===== src/logic/pe_pkg.sv =====
`default_nettype none

package pe_pkg;

    // Word widths
    localparam int IF_WIDTH   = 8;
    localparam int FILT_WIDTH = 8;

    // Scratch address widths and depths
    localparam int IF_ADDR_LEN   = 5;
    localparam int FILT_ADDR_LEN = 3;
    localparam int IF_DEPTH      = 1 << IF_ADDR_LEN;
    localparam int FILT_DEPTH    = 1 << FILT_ADDR_LEN;

    // Product and sum of up to 8 terms plus one bit for the external psum
    localparam int PROD_WIDTH = IF_WIDTH + FILT_WIDTH;
    localparam int PSUM_WIDTH = PROD_WIDTH + 1 + FILT_ADDR_LEN;

    // Length fields, one bit wider than the address so the full depth fits
    localparam int FILT_LEN_WIDTH = FILT_ADDR_LEN + 1;
    localparam int IF_LEN_WIDTH   = IF_ADDR_LEN + 1;
    localparam int STRIDE_WIDTH   = 3;

    typedef logic [IF_WIDTH-1:0]       if_word_t;
    typedef logic [FILT_WIDTH-1:0]     filt_word_t;
    typedef logic [IF_ADDR_LEN-1:0]    if_addr_t;
    typedef logic [FILT_ADDR_LEN-1:0]  filt_addr_t;
    typedef logic [PROD_WIDTH-1:0]     prod_t;
    typedef logic [PSUM_WIDTH-1:0]     psum_t;
    typedef logic [FILT_LEN_WIDTH-1:0] filt_len_t;
    typedef logic [IF_LEN_WIDTH-1:0]   if_len_t;
    typedef logic [STRIDE_WIDTH-1:0]   stride_t;

endpackage

`default_nettype wire


===== src/logic/pe_ifs.sv =====
`timescale 1ns/1ps
`default_nettype none

// Write side of the scratch store, driven by the input loader
interface spad_wr_if;
    logic                 if_wen;
    pe_pkg::if_addr_t     if_waddr;
    pe_pkg::if_word_t     if_wdata;
    logic                 filt_wen;
    pe_pkg::filt_addr_t   filt_waddr;
    pe_pkg::filt_word_t   filt_wdata;

    modport loader (
        output if_wen,
        output if_waddr,
        output if_wdata,
        output filt_wen,
        output filt_waddr,
        output filt_wdata
    );

    modport store (
        input if_wen,
        input if_waddr,
        input if_wdata,
        input filt_wen,
        input filt_waddr,
        input filt_wdata
    );
endinterface

// Read side, one cycle of latency, data holds while ren is low
interface spad_rd_if;
    logic                 ren;
    pe_pkg::if_addr_t     if_raddr;
    pe_pkg::filt_addr_t   filt_raddr;
    pe_pkg::if_word_t     if_rdata;
    pe_pkg::filt_word_t   filt_rdata;

    modport mac (
        output ren,
        output if_raddr,
        output filt_raddr,
        input  if_rdata,
        input  filt_rdata
    );

    modport store (
        input  ren,
        input  if_raddr,
        input  filt_raddr,
        output if_rdata,
        output filt_rdata
    );
endinterface

`default_nettype wire


===== src/logic/conv_mac.sv =====
`timescale 1ns/1ps
`default_nettype none

module conv_mac (
    input  wire                    clk,
    input  wire                    rst,
    input  wire                    loaded,
    input  wire pe_pkg::filt_len_t filt_len_q,
    input  wire pe_pkg::if_len_t   if_len_q,
    input  wire pe_pkg::stride_t   stride_q,
    input  wire                    accumulate_in,
    input  wire pe_pkg::psum_t     psum_in,
    input  wire                    outbuf_full,
    output pe_pkg::psum_t          out_data,
    output logic                   out_write,
    output logic                   done,
    spad_rd_if.mac                 rd
);

    typedef enum logic [2:0] {
        M_IDLE,
        M_CHECK,
        M_ISSUE,
        M_DRAIN,
        M_DONE
    } state_t;

    state_t            state;

    pe_pkg::filt_len_t filt_len_r;
    pe_pkg::if_len_t   if_len_r;
    pe_pkg::stride_t   stride_r;

    // Address generator
    pe_pkg::if_len_t   win_start;
    pe_pkg::if_len_t   next_start;
    pe_pkg::if_len_t   if_addr_full;
    pe_pkg::filt_len_t tap;
    logic              tap_first;
    logic              tap_last;
    logic              last_window;
    logic              issue;

    // Read stage and product stage tags
    logic              s1_valid;
    logic              s1_first;
    logic              s1_last;
    logic              p_valid;
    logic              p_first;
    logic              p_last;
    pe_pkg::prod_t     prod_q;

    // Accumulator and presented result
    pe_pkg::psum_t     acc_q;
    pe_pkg::psum_t     acc_base;
    logic              res_valid;
    logic              stall;
    logic              pipe_empty;

    // A blocked result freezes every stage
    assign stall = res_valid && outbuf_full;
    assign issue = (state == M_ISSUE) && !stall;

    assign tap_first    = (tap == '0);
    assign tap_last     = (pe_pkg::filt_len_t'(tap + 1'b1) == filt_len_r);
    assign next_start   = win_start + pe_pkg::if_len_t'(stride_r);
    assign last_window  = (next_start + pe_pkg::if_len_t'(filt_len_r)) > if_len_r;
    assign if_addr_full = win_start + pe_pkg::if_len_t'(tap);

    assign rd.ren        = issue;
    assign rd.if_raddr   = if_addr_full[pe_pkg::IF_ADDR_LEN-1:0];
    assign rd.filt_raddr = tap[pe_pkg::FILT_ADDR_LEN-1:0];

    // Nothing left in flight once the final result goes out this cycle
    assign pipe_empty = !s1_valid && !p_valid && (!res_valid || out_write);

    assign acc_base  = accumulate_in ? psum_in : '0;
    assign out_data  = acc_q;
    assign out_write = res_valid && !outbuf_full;
    assign done      = (state == M_DONE);

    always_ff @(posedge clk) begin
        if (loaded) begin
            filt_len_r <= filt_len_q;
            if_len_r   <= if_len_q;
            stride_r   <= stride_q;
        end
    end

    always_ff @(posedge clk) begin
        if (rst) begin
            state     <= M_IDLE;
            win_start <= '0;
            tap       <= '0;
        end else begin
            case (state)
                M_IDLE: begin
                    if (loaded) begin
                        state     <= M_CHECK;
                        win_start <= '0;
                        tap       <= '0;
                    end
                end
                M_CHECK: begin
                    // No window at all when the filter is longer than the row
                    if (pe_pkg::if_len_t'(filt_len_r) <= if_len_r) begin
                        state <= M_ISSUE;
                    end else begin
                        state <= M_DONE;
                    end
                end
                M_ISSUE: begin
                    if (issue) begin
                        if (tap_last) begin
                            tap       <= '0;
                            win_start <= next_start;
                            if (last_window) begin
                                state <= M_DRAIN;
                            end
                        end else begin
                            tap <= tap + 1'b1;
                        end
                    end
                end
                M_DRAIN: begin
                    if (pipe_empty) begin
                        state <= M_DONE;
                    end
                end
                M_DONE: begin
                    state <= M_IDLE;
                end
                default: begin
                    state <= M_IDLE;
                end
            endcase
        end
    end

    // Stage valid flags
    always_ff @(posedge clk) begin
        if (rst) begin
            s1_valid  <= 1'b0;
            p_valid   <= 1'b0;
            res_valid <= 1'b0;
        end else if (!stall) begin
            s1_valid  <= issue;
            p_valid   <= s1_valid;
            res_valid <= p_valid && p_last;
        end
    end

    // Tags ride along with the data, read data is valid in the s1 cycle
    always_ff @(posedge clk) begin
        if (!stall) begin
            s1_first <= tap_first;
            s1_last  <= tap_last;
            p_first  <= s1_first;
            p_last   <= s1_last;
            prod_q   <= pe_pkg::prod_t'(rd.filt_rdata) * pe_pkg::prod_t'(rd.if_rdata);
            if (p_valid) begin
                acc_q <= (p_first ? acc_base : acc_q) + pe_pkg::psum_t'(prod_q);
            end
        end
    end

endmodule

`default_nettype wire


===== src/logic/input_loader.sv =====
`timescale 1ns/1ps
`default_nettype none

module input_loader (
    input  wire                 clk,
    input  wire                 rst,
    input  wire                 start,
    input  wire pe_pkg::filt_len_t filt_len,
    input  wire pe_pkg::stride_t   stride_len,
    input  wire                 run_done,
    input  wire pe_pkg::filt_word_t filt_data,
    input  wire                 filt_empty,
    input  wire pe_pkg::if_word_t   if_data,
    input  wire                 if_last,
    input  wire                 if_empty,
    output logic                filt_read,
    output logic                if_read,
    output logic                loaded,
    output pe_pkg::filt_len_t   filt_len_q,
    output pe_pkg::if_len_t     if_len_q,
    output pe_pkg::stride_t     stride_q,
    spad_wr_if.loader           wr
);

    typedef enum logic [1:0] {
        IDLE,
        LOADING,
        ANNOUNCE,
        BUSY
    } state_t;

    state_t            state;
    pe_pkg::filt_len_t filt_cnt;
    pe_pkg::if_len_t   if_cnt;
    logic              if_seen_last;
    logic              filt_complete;

    assign filt_complete = (filt_cnt == filt_len_q);

    // Both buffers drain independently, each at its own pace
    assign filt_read = (state == LOADING) && !filt_empty && !filt_complete;
    assign if_read   = (state == LOADING) && !if_empty && !if_seen_last;

    assign loaded   = (state == ANNOUNCE);
    assign if_len_q = if_cnt;

    // Each consumed head word lands in the store at the same edge
    assign wr.filt_wen   = filt_read;
    assign wr.filt_waddr = filt_cnt[pe_pkg::FILT_ADDR_LEN-1:0];
    assign wr.filt_wdata = filt_data;
    assign wr.if_wen     = if_read;
    assign wr.if_waddr   = if_cnt[pe_pkg::IF_ADDR_LEN-1:0];
    assign wr.if_wdata   = if_data;

    // Run lengths, captured once per accepted start
    always_ff @(posedge clk) begin
        if ((state == IDLE) && start) begin
            filt_len_q <= filt_len;
            stride_q   <= stride_len;
        end
    end

    always_ff @(posedge clk) begin
        if (rst) begin
            state        <= IDLE;
            filt_cnt     <= '0;
            if_cnt       <= '0;
            if_seen_last <= 1'b0;
        end else begin
            case (state)
                IDLE: begin
                    if (start) begin
                        state        <= LOADING;
                        filt_cnt     <= '0;
                        if_cnt       <= '0;
                        if_seen_last <= 1'b0;
                    end
                end
                LOADING: begin
                    if (filt_read) begin
                        filt_cnt <= filt_cnt + 1'b1;
                    end
                    if (if_read) begin
                        if_cnt <= if_cnt + 1'b1;
                        if (if_last) begin
                            if_seen_last <= 1'b1;
                        end
                    end
                    if (filt_complete && if_seen_last) begin
                        state <= ANNOUNCE;
                    end
                end
                ANNOUNCE: begin
                    state <= BUSY;
                end
                BUSY: begin
                    // Hold off new starts until the MAC has finished
                    if (run_done) begin
                        state <= IDLE;
                    end
                end
                default: begin
                    state <= IDLE;
                end
            endcase
        end
    end

endmodule

`default_nettype wire


===== src/logic/pe_top.sv =====
`timescale 1ns/1ps
`default_nettype none

module pe_top (
    input  wire                     clk,
    input  wire                     rst,
    input  wire                     start,
    input  wire pe_pkg::filt_len_t  filt_len,
    input  wire pe_pkg::stride_t    stride_len,
    input  wire                     accumulate_in,
    input  wire pe_pkg::psum_t      psum_in,
    input  wire pe_pkg::filt_word_t filt_data,
    input  wire                     filt_empty,
    output wire                     filt_read,
    input  wire pe_pkg::if_word_t   if_data,
    input  wire                     if_last,
    input  wire                     if_empty,
    output wire                     if_read,
    output wire pe_pkg::psum_t      out_data,
    output wire                     out_write,
    input  wire                     outbuf_full,
    output wire                     done
);

    wire                    loaded;
    wire pe_pkg::filt_len_t filt_len_q;
    wire pe_pkg::if_len_t   if_len_q;
    wire pe_pkg::stride_t   stride_q;

    spad_wr_if wr_bus ();
    spad_rd_if rd_bus ();

    // Producer side, released again by the run's done
    input_loader loader0 (
        .clk        (clk),
        .rst        (rst),
        .start      (start),
        .filt_len   (filt_len),
        .stride_len (stride_len),
        .run_done   (done),
        .filt_data  (filt_data),
        .filt_empty (filt_empty),
        .if_data    (if_data),
        .if_last    (if_last),
        .if_empty   (if_empty),
        .filt_read  (filt_read),
        .if_read    (if_read),
        .loaded     (loaded),
        .filt_len_q (filt_len_q),
        .if_len_q   (if_len_q),
        .stride_q   (stride_q),
        .wr         (wr_bus.loader)
    );

    scratch_store store0 (
        .clk (clk),
        .rst (rst),
        .wr  (wr_bus.store),
        .rd  (rd_bus.store)
    );

    conv_mac mac0 (
        .clk           (clk),
        .rst           (rst),
        .loaded        (loaded),
        .filt_len_q    (filt_len_q),
        .if_len_q      (if_len_q),
        .stride_q      (stride_q),
        .accumulate_in (accumulate_in),
        .psum_in       (psum_in),
        .outbuf_full   (outbuf_full),
        .out_data      (out_data),
        .out_write     (out_write),
        .done          (done),
        .rd            (rd_bus.mac)
    );

endmodule

`default_nettype wire


===== src/logic/scratch_store.sv =====
`timescale 1ns/1ps
`default_nettype none

module scratch_store (
    input  wire       clk,
    input  wire       rst,
    spad_wr_if.store  wr,
    spad_rd_if.store  rd
);

    pe_pkg::filt_word_t filt_mem [pe_pkg::FILT_DEPTH];
    pe_pkg::if_word_t   if_mem [pe_pkg::IF_DEPTH];

    pe_pkg::filt_word_t filt_rdata_q;
    pe_pkg::if_word_t   if_rdata_q;

    // Filter array
    always_ff @(posedge clk) begin
        if (wr.filt_wen) begin
            filt_mem[wr.filt_waddr] <= wr.filt_wdata;
        end
    end

    // Feature array
    always_ff @(posedge clk) begin
        if (wr.if_wen) begin
            if_mem[wr.if_waddr] <= wr.if_wdata;
        end
    end

    // Registered read, holds its value while ren is low
    always_ff @(posedge clk) begin
        if (rst) begin
            filt_rdata_q <= '0;
            if_rdata_q   <= '0;
        end else if (rd.ren) begin
            filt_rdata_q <= filt_mem[rd.filt_raddr];
            if_rdata_q   <= if_mem[rd.if_raddr];
        end
    end

    assign rd.filt_rdata = filt_rdata_q;
    assign rd.if_rdata   = if_rdata_q;

endmodule

`default_nettype wire


===== config.mk =====
export PLATFORM = sky130hd
export DESIGN_NAME = pe_top
export DESIGN_NICKNAME = d
export VERILOG_FILES = /design/src/logic/pe_pkg.sv /design/src/logic/pe_ifs.sv /design/src/logic/conv_mac.sv /design/src/logic/input_loader.sv /design/src/logic/pe_top.sv /design/src/logic/scratch_store.sv
export SDC_FILE = /design/constraint.sdc
export NUM_CORES = 1
export LEC_CHECK = 0
export ABC_AREA = 1
export CORE_ASPECT_RATIO = 0.6
export CORE_UTILIZATION = 39
export DETAILED_ROUTE_END_ITERATION = 8
export DONT_BUFFER_PORTS = 1
export HOLD_SLACK_MARGIN = 0.03
export PLACE_DENSITY_LB_ADDON = 0.25
export SLEW_MARGIN = 20
export SYNTH_ARGS = -nofsm -noshare
export SYNTH_HDL_FRONTEND = slang
export SYNTH_HIERARCHICAL = 1
export SYNTH_SLANG_ARGS = --single-unit

===== constraint.sdc =====
create_clock -name clk -period 7.9 [get_ports clk]
set_input_delay 1.185 -clock clk [delete_from_list [all_inputs] [get_ports clk]]
set_output_delay 1.185 -clock clk [all_outputs]
set_load 0.03 [all_outputs]

==> results of run 1 <==
worst paths after layout:
| path | start | endpoint | slack, ps | cells after the start |
|---|---|---|---|---|
| setup / recovery | store0/rd.if_rdata[7] | mac0/prod_q[12] | 3670 | 14 |
| hold / removal | mac0/s1_first | mac0/p_first | 420 | 0 |
| setup reg to reg | store0/rd.if_rdata[7] | mac0/prod_q[12] | 3670 | 14 |
| hold reg to reg | mac0/s1_first | mac0/p_first | 420 | 0 |
logic make-up after synthesis:
kind of cell	after synthesis
muxes	8
DFF	425
AOI/OAI and AO/OA	191
xor gates and xnor gates	34
adders and majority gates	122
and+or+nand+nor	1045
buffers and inverters	372
registers in the layout, summed over array words and instances (netlist names), 6 cells and up:
| register | flops |
|---|---|
| loader0/if_len_q | 6 |
| mac0/if_len_r | 6 |
| mac0/out_data | 20 |
| mac0/prod_q | 16 |
| mac0/win_start | 6 |
| store0/filt_mem | 64 |
| store0/if_mem | 256 |
| store0/rd.filt_rdata | 8 |
| store0/rd.if_rdata | 8 |
power by group through the flow:
stage / clock network [W] / registers, W / logic, W
2_1_floorplan: 0 / 0.00272 / 0.00179
3_3_place_gp: 0 / 0.00282 / 0.00218
3_5_place_dp: 0 / 0.00283 / 0.00221
4_1_cts: 0.00219 / 0.00278 / 0.00222
5_1_grt: 0.00227 / 0.00280 / 0.00251
6_report: 0.00214 / 0.00278 / 0.00224
critical path: stages (launching register included):
cell and delay (ps):
dfxtp_1 520, nand2_1 140, fa_1 520, fa_1 550
inv_1 50, fa_1 520, inv_1 50, fa_1 530
inv_1 50, ha_1 350, a21oi_1 90, o211ai_1 370
nand2_1 100, nand2_1 90, xor2_1 60
cell type report:
cell class                 instances  area, µm²
fill                            5210      31100
sequential                       425      12300
multi-input combinational       1400       7660
clock buffer                      49       1110
inverter                         253        951
tap                              714        893
clock inverter                    27        362
timing repair buffer              12       90.1
placed cells by master (no fill, tap or decap), types with 12 or more instances in the layout:
cell type and instances:
o21ai_0 63, nand2_1 625, nor2_1 95, a21oi_1 97, buf_4 12, nand3_1 295
ha_1 81, fa_1 40, dfxtp_1 44, edfxtp_1 380, clkbuf_16 42, inv_1 243
xor2_1 22
routing by layer:
layer	wire, µm	vias to the layer above
met5	54	-
met4	690	4
met3	4260	59
met2	19800	508
met1	26500	7243
li1	-	7169
metrics by stage:
step | worst slack, ps | util | hold WS [ps]
5_1_grt | 3450 | 0.429 | 434
6_report | 3670 | 0.429 | 420
3_5_place_dp | 3700 | 0.402 | 408
3_3_place_gp | 3750 | 0.402 | 403
2_1_floorplan | 3910 | - | 400
4_1_cts | 3690 | 0.429 | 423
==> reports/metrics.csv, run 1 <==
stage,metric,value,unit
clocking,# Post-CTS Setup Buffers,0,
synth,Compound-Gate Fraction of Synth Area,0.0478,
place,Port Buf Inserts,0,
synth,top-count cell post-synth,nand2_1,
power_and_ir_drop,sequential share of power,0.389,
timing,RSZ-0062 raised after global routing,false,
clocking,Resized cells post-CTS,0,
synth,Yosys reg bits,425,
clocking,Worst-Skew Late Latency,580,ps
routing,Pre-antenna DRT Iters,7,
final_layout,nets,2306,
clocking,TritonCTS buffer count,41,
synth,top post-synthesis cells by area,"edfxtp_1, nand2_1, nand3_1, ha_1, inv_1",
floorplanning,I/O Pins,75,
routing,remaining antenna violation count,0,
power_and_ir_drop,Leakage,9.78,nW
worst_setup_path,Critical Path Fanout Max,9,
place,hpwl dp,34000,µm
synth,Post-synth top flop,edfxtp_1,
synth,post-synth top area share,0.527,
worst_hold_path,hold crit path type,reg2reg,
timing,Slew HR,0.311,
synth,Post-synth EDFFs,380,
clocking,hold_buf cts,0,
power_and_ir_drop,Power Total,0.00716,W
synth,simple-gate share of the synthesized area,0.203,
synth,"Seq/Total Area, Yosys",0.569,
global_routing,GRT busiest layer,met1,
routing,DRC viols,0,
timing,achievable frequency,236,MHz
clocking,Clock Tree Buf Depth,3,
global_routing,GRT met3 Usage,0.0376,
worst_setup_path,crit path kind,reg2reg,
timing,Hold Fails Final Rpt,0,
floorplanning,Die X,306,µm
power_and_ir_drop,sw power,0.00262,W
power_and_ir_drop,Pint,0.00454,W
power_and_ir_drop,Max VDD drop,0.189,mV
timing,measured slew at the worst slew-check pin,1030,ps
synth,largest area contributor in the netlist,edfxtp_1,
synth,ys async rst share,0,
routing,vias,15000,
synth,Post-Syn Nets,2370,
synth,Adder-Cell Fraction of Synth Area,0.0844,
floorplanning,starting density of the core,0.397,
power_and_ir_drop,clock network fraction of total power,0.298,
timing,count of pins over their slew limit,0,
place,routability cong.,0.918,
final_layout,area delta synth->final,8.07,%
synth,Netlist Area Pre-Place,0.0216,mm²
routing,total wire length,51300,µm
power_and_ir_drop,pwr dens,306,mW/mm²
clocking,clk root buf,clkbuf_16,
synth,syn_area_per_cell,9.85,µm²
routing,Via density,5.20,
global_routing,GRT Util Overall,0.183,
final_layout,ant diodes,0,
global_routing,initial antenna violation count,1,
floorplanning,Cell Rows,66,
timing,final setup fails,0,
clocking,CTS tree,done,
synth,xor-xnor portion of the synthesized cell area,0.0138,
floorplanning,core box area,0.0545,mm²
place,Placed Cells incl. Taps,2804,
clocking,H-tree levels,2,
worst_setup_path,Worst EP arrival,4540,ps
worst_setup_path,Startpoint Class,flip-flop,
global_routing,largest net degree at the start of global routing,89,
timing,Tcrit/Tclk final,0.535,
final_layout,Non-Filler Instances,2880,
clocking,Clock Sink Count,425,
timing,Setup Skew,25.2,ps
job,max_cap viols,0,
power_and_ir_drop,Switching Share,0.366,
final_layout,fin area,0.0234,mm²
place,Placed Area,0.0219,mm²
status,status,completed,
floorplanning,Die Ht,184,µm
power_and_ir_drop,Comb pwr share,0.313,
floorplanning,die area,0.0564,mm²
synth,largest family of logic cells by synthesized area,simple AND/OR/NAND/NOR gates,
worst_setup_path,required time worst endpoint,8210,ps
worst_setup_path,critical path endpoint category,flip-flop,
synth,Synth cell types,41,
synth,Syn Inst Count,2197,
global_routing,GRT met2 Usage,0.247,
routing,routed length per placed instance,17.8,µm
final_layout,layout cells sized above 1,0.0489,
global_routing,first-pass GRT wire length,80300,µm
global_routing,met1 usage,0.296,
global_routing,vias in the first global route,14000,
global_routing,gr ovfl total,0,
synth,commonest cells in the synthesized netlist,"nand2_1, edfxtp_1, nand3_1",
clocking,clock transition at the registers of the reported paths,60,ps
timing,Tmin final,4230,ps
routing,1st-iter DRT viols,1490,
synth,mux share of post-synthesis cell area,0.00370,
synth,synth warn,6,
timing,setup TNS,0,ps
(Power assumes the default switching activity.)
==> run 2, diff against run 1 <==
==> constraint.sdc (replaced) <==
create_clock -name clk -period 3.6 [get_ports clk]
set_input_delay 0.54 -clock clk [delete_from_list [all_inputs] [get_ports clk]]
set_output_delay 0.54 -clock clk [all_outputs]
set_load 0.03 [all_outputs]
==> reports/metrics.csv, run 2 (synthesis results as in run 1) <==
stage,metric,value,unit,change
clocking,Worst-Skew Late Latency,580,ps,about the same
global_routing,first-pass GRT wire length,82100,µm,was 80300 µm
floorplanning,Die Ht,184,µm,unchanged
timing,Tcrit/Tclk final,1.08,,was 0.535
global_routing,vias in the first global route,14200,,was 14.0k
global_routing,gr ovfl total,0,,unchanged
worst_setup_path,CP dominant cell by count,fa_1,,unchanged
timing,achievable frequency,258,MHz,was 236 MHz
floorplanning,Die X,306,µm,unchanged
worst_setup_path,R2R Path Start,store0/rd.if_rdata[5],,was store0/rd.if_rdata[7]
global_routing,initial antenna violation count,0,,was 1
worst_hold_path,Hold Startpoint,if_data[2],,was mac0/s1_first
final_layout,"most common cell after layout, fill and taps aside",nand2_1,,unchanged
worst_setup_path,CP cell instances,buf_6 > nand2_2 > inv_2 > fa_1 > fa_1 > fa_1 > inv_2 > fa_1 > inv_2 > ha_4 > nand2_4 > nor2_4 > nand2_1 > o211ai_1 > buf_4 > nand2_2 > nand2_2 > xor2_1,,was nand2_1 > fa_1 > fa_1 > inv_1 > fa_1 > inv_1 > fa_1 > inv_1 > ha_1 > a21oi_1 > o211ai_1 > nand2_1 > nand2_1 > xor2_1
worst_setup_path,worst reg2reg path endpoint,mac0/prod_q[14],,was mac0/prod_q[12]
power_and_ir_drop,Leakage,10.2,nW,was 9.78 nW
status,failing checks,negative setup slack,,
routing,DRC viols,0,,unchanged
clocking,CTS tree,done,,unchanged
routing,Via density,5.15,,was 5.20
routing,vias,15300,,was 15.0k
worst_setup_path,Critical Path Fanout Max,4,,was 9
routing,1st-iter DRT viols,1173,,was 1490
final_layout,layout cells sized above 1,0.0912,,was 0.0489
timing,RSZ-0062 raised after global routing,true,,was false
floorplanning,starting density of the core,0.397,,unchanged
worst_setup_path,critical path endpoint category,flip-flop,,unchanged
routing,total wire length,53400,µm,was 51300 µm
worst_hold_path,hold crit path type,in2reg,,was reg2reg
place,hpwl dp,35000,µm,was 34000 µm
final_layout,# fillers,5218,,was 5210
final_layout,Largest Register,store0/if_mem,,unchanged
routing,routed length per placed instance,18.0,µm,was 17.8 µm
floorplanning,Cell Rows,66,,unchanged
power_and_ir_drop,pwr dens,648,mW/mm²,was 306 mW/mm²
worst_setup_path,r2r setup slk,-270,ps,was 3670 ps
worst_setup_path,Startpoint Class,flip-flop,,unchanged
final_layout,nets,2401,,was 2306
worst_setup_path,CP startpoint,store0/rd.if_rdata[5],,was store0/rd.if_rdata[7]
timing,Setup Skew,33.7,ps,was 25.2 ps
timing,PnR worst setup slack,-274,ps,was 3670 ps
worst_setup_path,CP peak stage delay,530,ps,was 550 ps
global_routing,GRT Util Overall,0.189,,was 0.183
clocking,clk root buf,clkbuf_16,,unchanged
final_layout,most frequent cells in the layout,"nand2_1, edfxtp_1, nand3_1, inv_1, nor2_1",,"was nand2_1, edfxtp_1, nand3_1, inv_1, a21oi_1"
timing,count of pins over their slew limit,0,,unchanged
final_layout,ant diodes,0,,unchanged
global_routing,largest net degree at the start of global routing,67,,was 89
final_layout,Largest register FFs,256,,unchanged
worst_hold_path,Min-Delay Endpoint,store0/if_mem[25][2],,was mac0/p_first
worst_setup_path,crit path kind,reg2reg,,unchanged
clocking,clock transition at the registers of the reported paths,60,ps,about the same
power_and_ir_drop,Max VDD drop,0.567,mV,was 0.189 mV
worst_setup_path,r2r worst-path depth,18,,was 14
clocking,Clock Sink Count,425,,unchanged
timing,Hold Fails Final Rpt,0,,unchanged
floorplanning,die area,0.0564,mm²,unchanged
routing,remaining antenna violation count,0,,unchanged
final_layout,Non-Filler Instances,2973,,was 2880
clocking,TritonCTS buffer count,42,,was 41
final_layout,area delta synth->final,12.2,%,was 8.07%
timing,final setup fails,9,,was 0
timing,Hold WS,55.5,ps,was 420 ps
clocking,H-tree levels,2,,unchanged
job,max_cap viols,0,,unchanged
worst_setup_path,required time worst endpoint,3900,ps,was 8210 ps
routing,Pre-antenna DRT Iters,7,,unchanged
place,Port Buf Inserts,0,,unchanged
floorplanning,core box area,0.0545,mm²,unchanged
status,status,"finished, violations left",,was completed
timing,Tmin final,3870,ps,was 4230 ps
worst_setup_path,Worst EP arrival,4170,ps,was 4540 ps
worst_setup_path,Worst path slowest cell,fa_1,,unchanged
worst_hold_path,Hold Path Depth,0,,unchanged
place,Placed Cells incl. Taps,2857,,was 2804
floorplanning,I/O Pins,75,,unchanged
timing,measured slew at the worst slew-check pin,912,ps,was 1030 ps
place,routability cong.,0.903,,was 0.918
clocking,Clock Tree Buf Depth,3,,unchanged
timing,Slew HR,0.390,,was 0.311
-- run 2: changes by cell type in the layout (fill, tap and decap cells not counted), sizes merged --
cell,before,now
buf,12,72
bufinv,7,3
clkbuf,49,52
clkinv,19,20
clkinvlp,2,1
dlygate4sd3,0,34
-- run 2: what timing repair did --
item,CTS,global route
hold buffers,26,8
setup buffers,3,4
resized for setup,29,30
hold endpoints to repair,95,14
endpoints found under the setup margin,10,12
pin swaps,19,14
-- run 2: report_power, final --
group	internal, W	switching [W]	total [W]
clock	0.00241	0.00190	0.00431
sequential	0.00575	0.000319	0.00607
combinational	0.00178	0.00359	0.00537
-- run 2: through the flow --
step	utilization	worst slack (ps)	instance area, µm²	setup TNS [ps]	power (W)
after global routing	0.446	-418	24300	-2790	0.0167
after global placement	0.411	-302	22400	-1780	0.0112
after detailed placement	0.411	-328	22400	-2260	0.0113
after CTS	0.442	-229	24100	-1280	0.0157
final	0.446	-274	24300	-1400	0.0157
after floorplan	-	-90.0	21800	-176	0.00997
-- run 2: area by class of cell --
class,instances,area [µm²],area share
Clock inverter,23,215,0.00886
Sequential cell,425,12300,0.509
Inverter,253,951,0.0392
Multi-Input combinational cell,1400,7840,0.323
Tap cell,714,893,0.0368
Clock buffer,52,1110,0.0457
Timing Repair Buffer,106,921,0.0379
-- run 2: layer usage --
| metal | global-route usage | share of wire | vias up |
|---|---|---|---|
| met4 | 0.0348 | 0.013 | 0 |
| met3 | 0.0479 | 0.092 | 61 |
| li1 | - | - | 7359 |
| met5 | 0 | 0 | - |
| met1 | 0.303 | 0.51 | 7333 |
| met2 | 0.251 | 0.39 | 547 |
-- run 2: worst max-delay path by stage --
stage               slack, ps         endpoint  cells after the start
finish                   -270  mac0/prod_q[14]                     18
floorplan                 -90  mac0/prod_q[12]                     19
CTS                      -230  mac0/prod_q[14]                     17
global placement         -300  mac0/prod_q[12]                     16
detailed placement       -330  mac0/prod_q[14]                     16
global route             -420  mac0/prod_q[14]                     18
-- run 2: worst max-delay path: cells and delay by family, from the launching register on --
| family | cells | cell delay, ps |
|---|---|---|
| AOI/OAI and AO/OA | 1 | 80 |
| DFF | 1 | 350 |
| and+or+nand+nor | 6 | 350 |
| xor gates and xnor gates | 1 | 140 |
| buffers and inverters | 5 | 400 |
| adders and majority gates | 5 | 2290 |
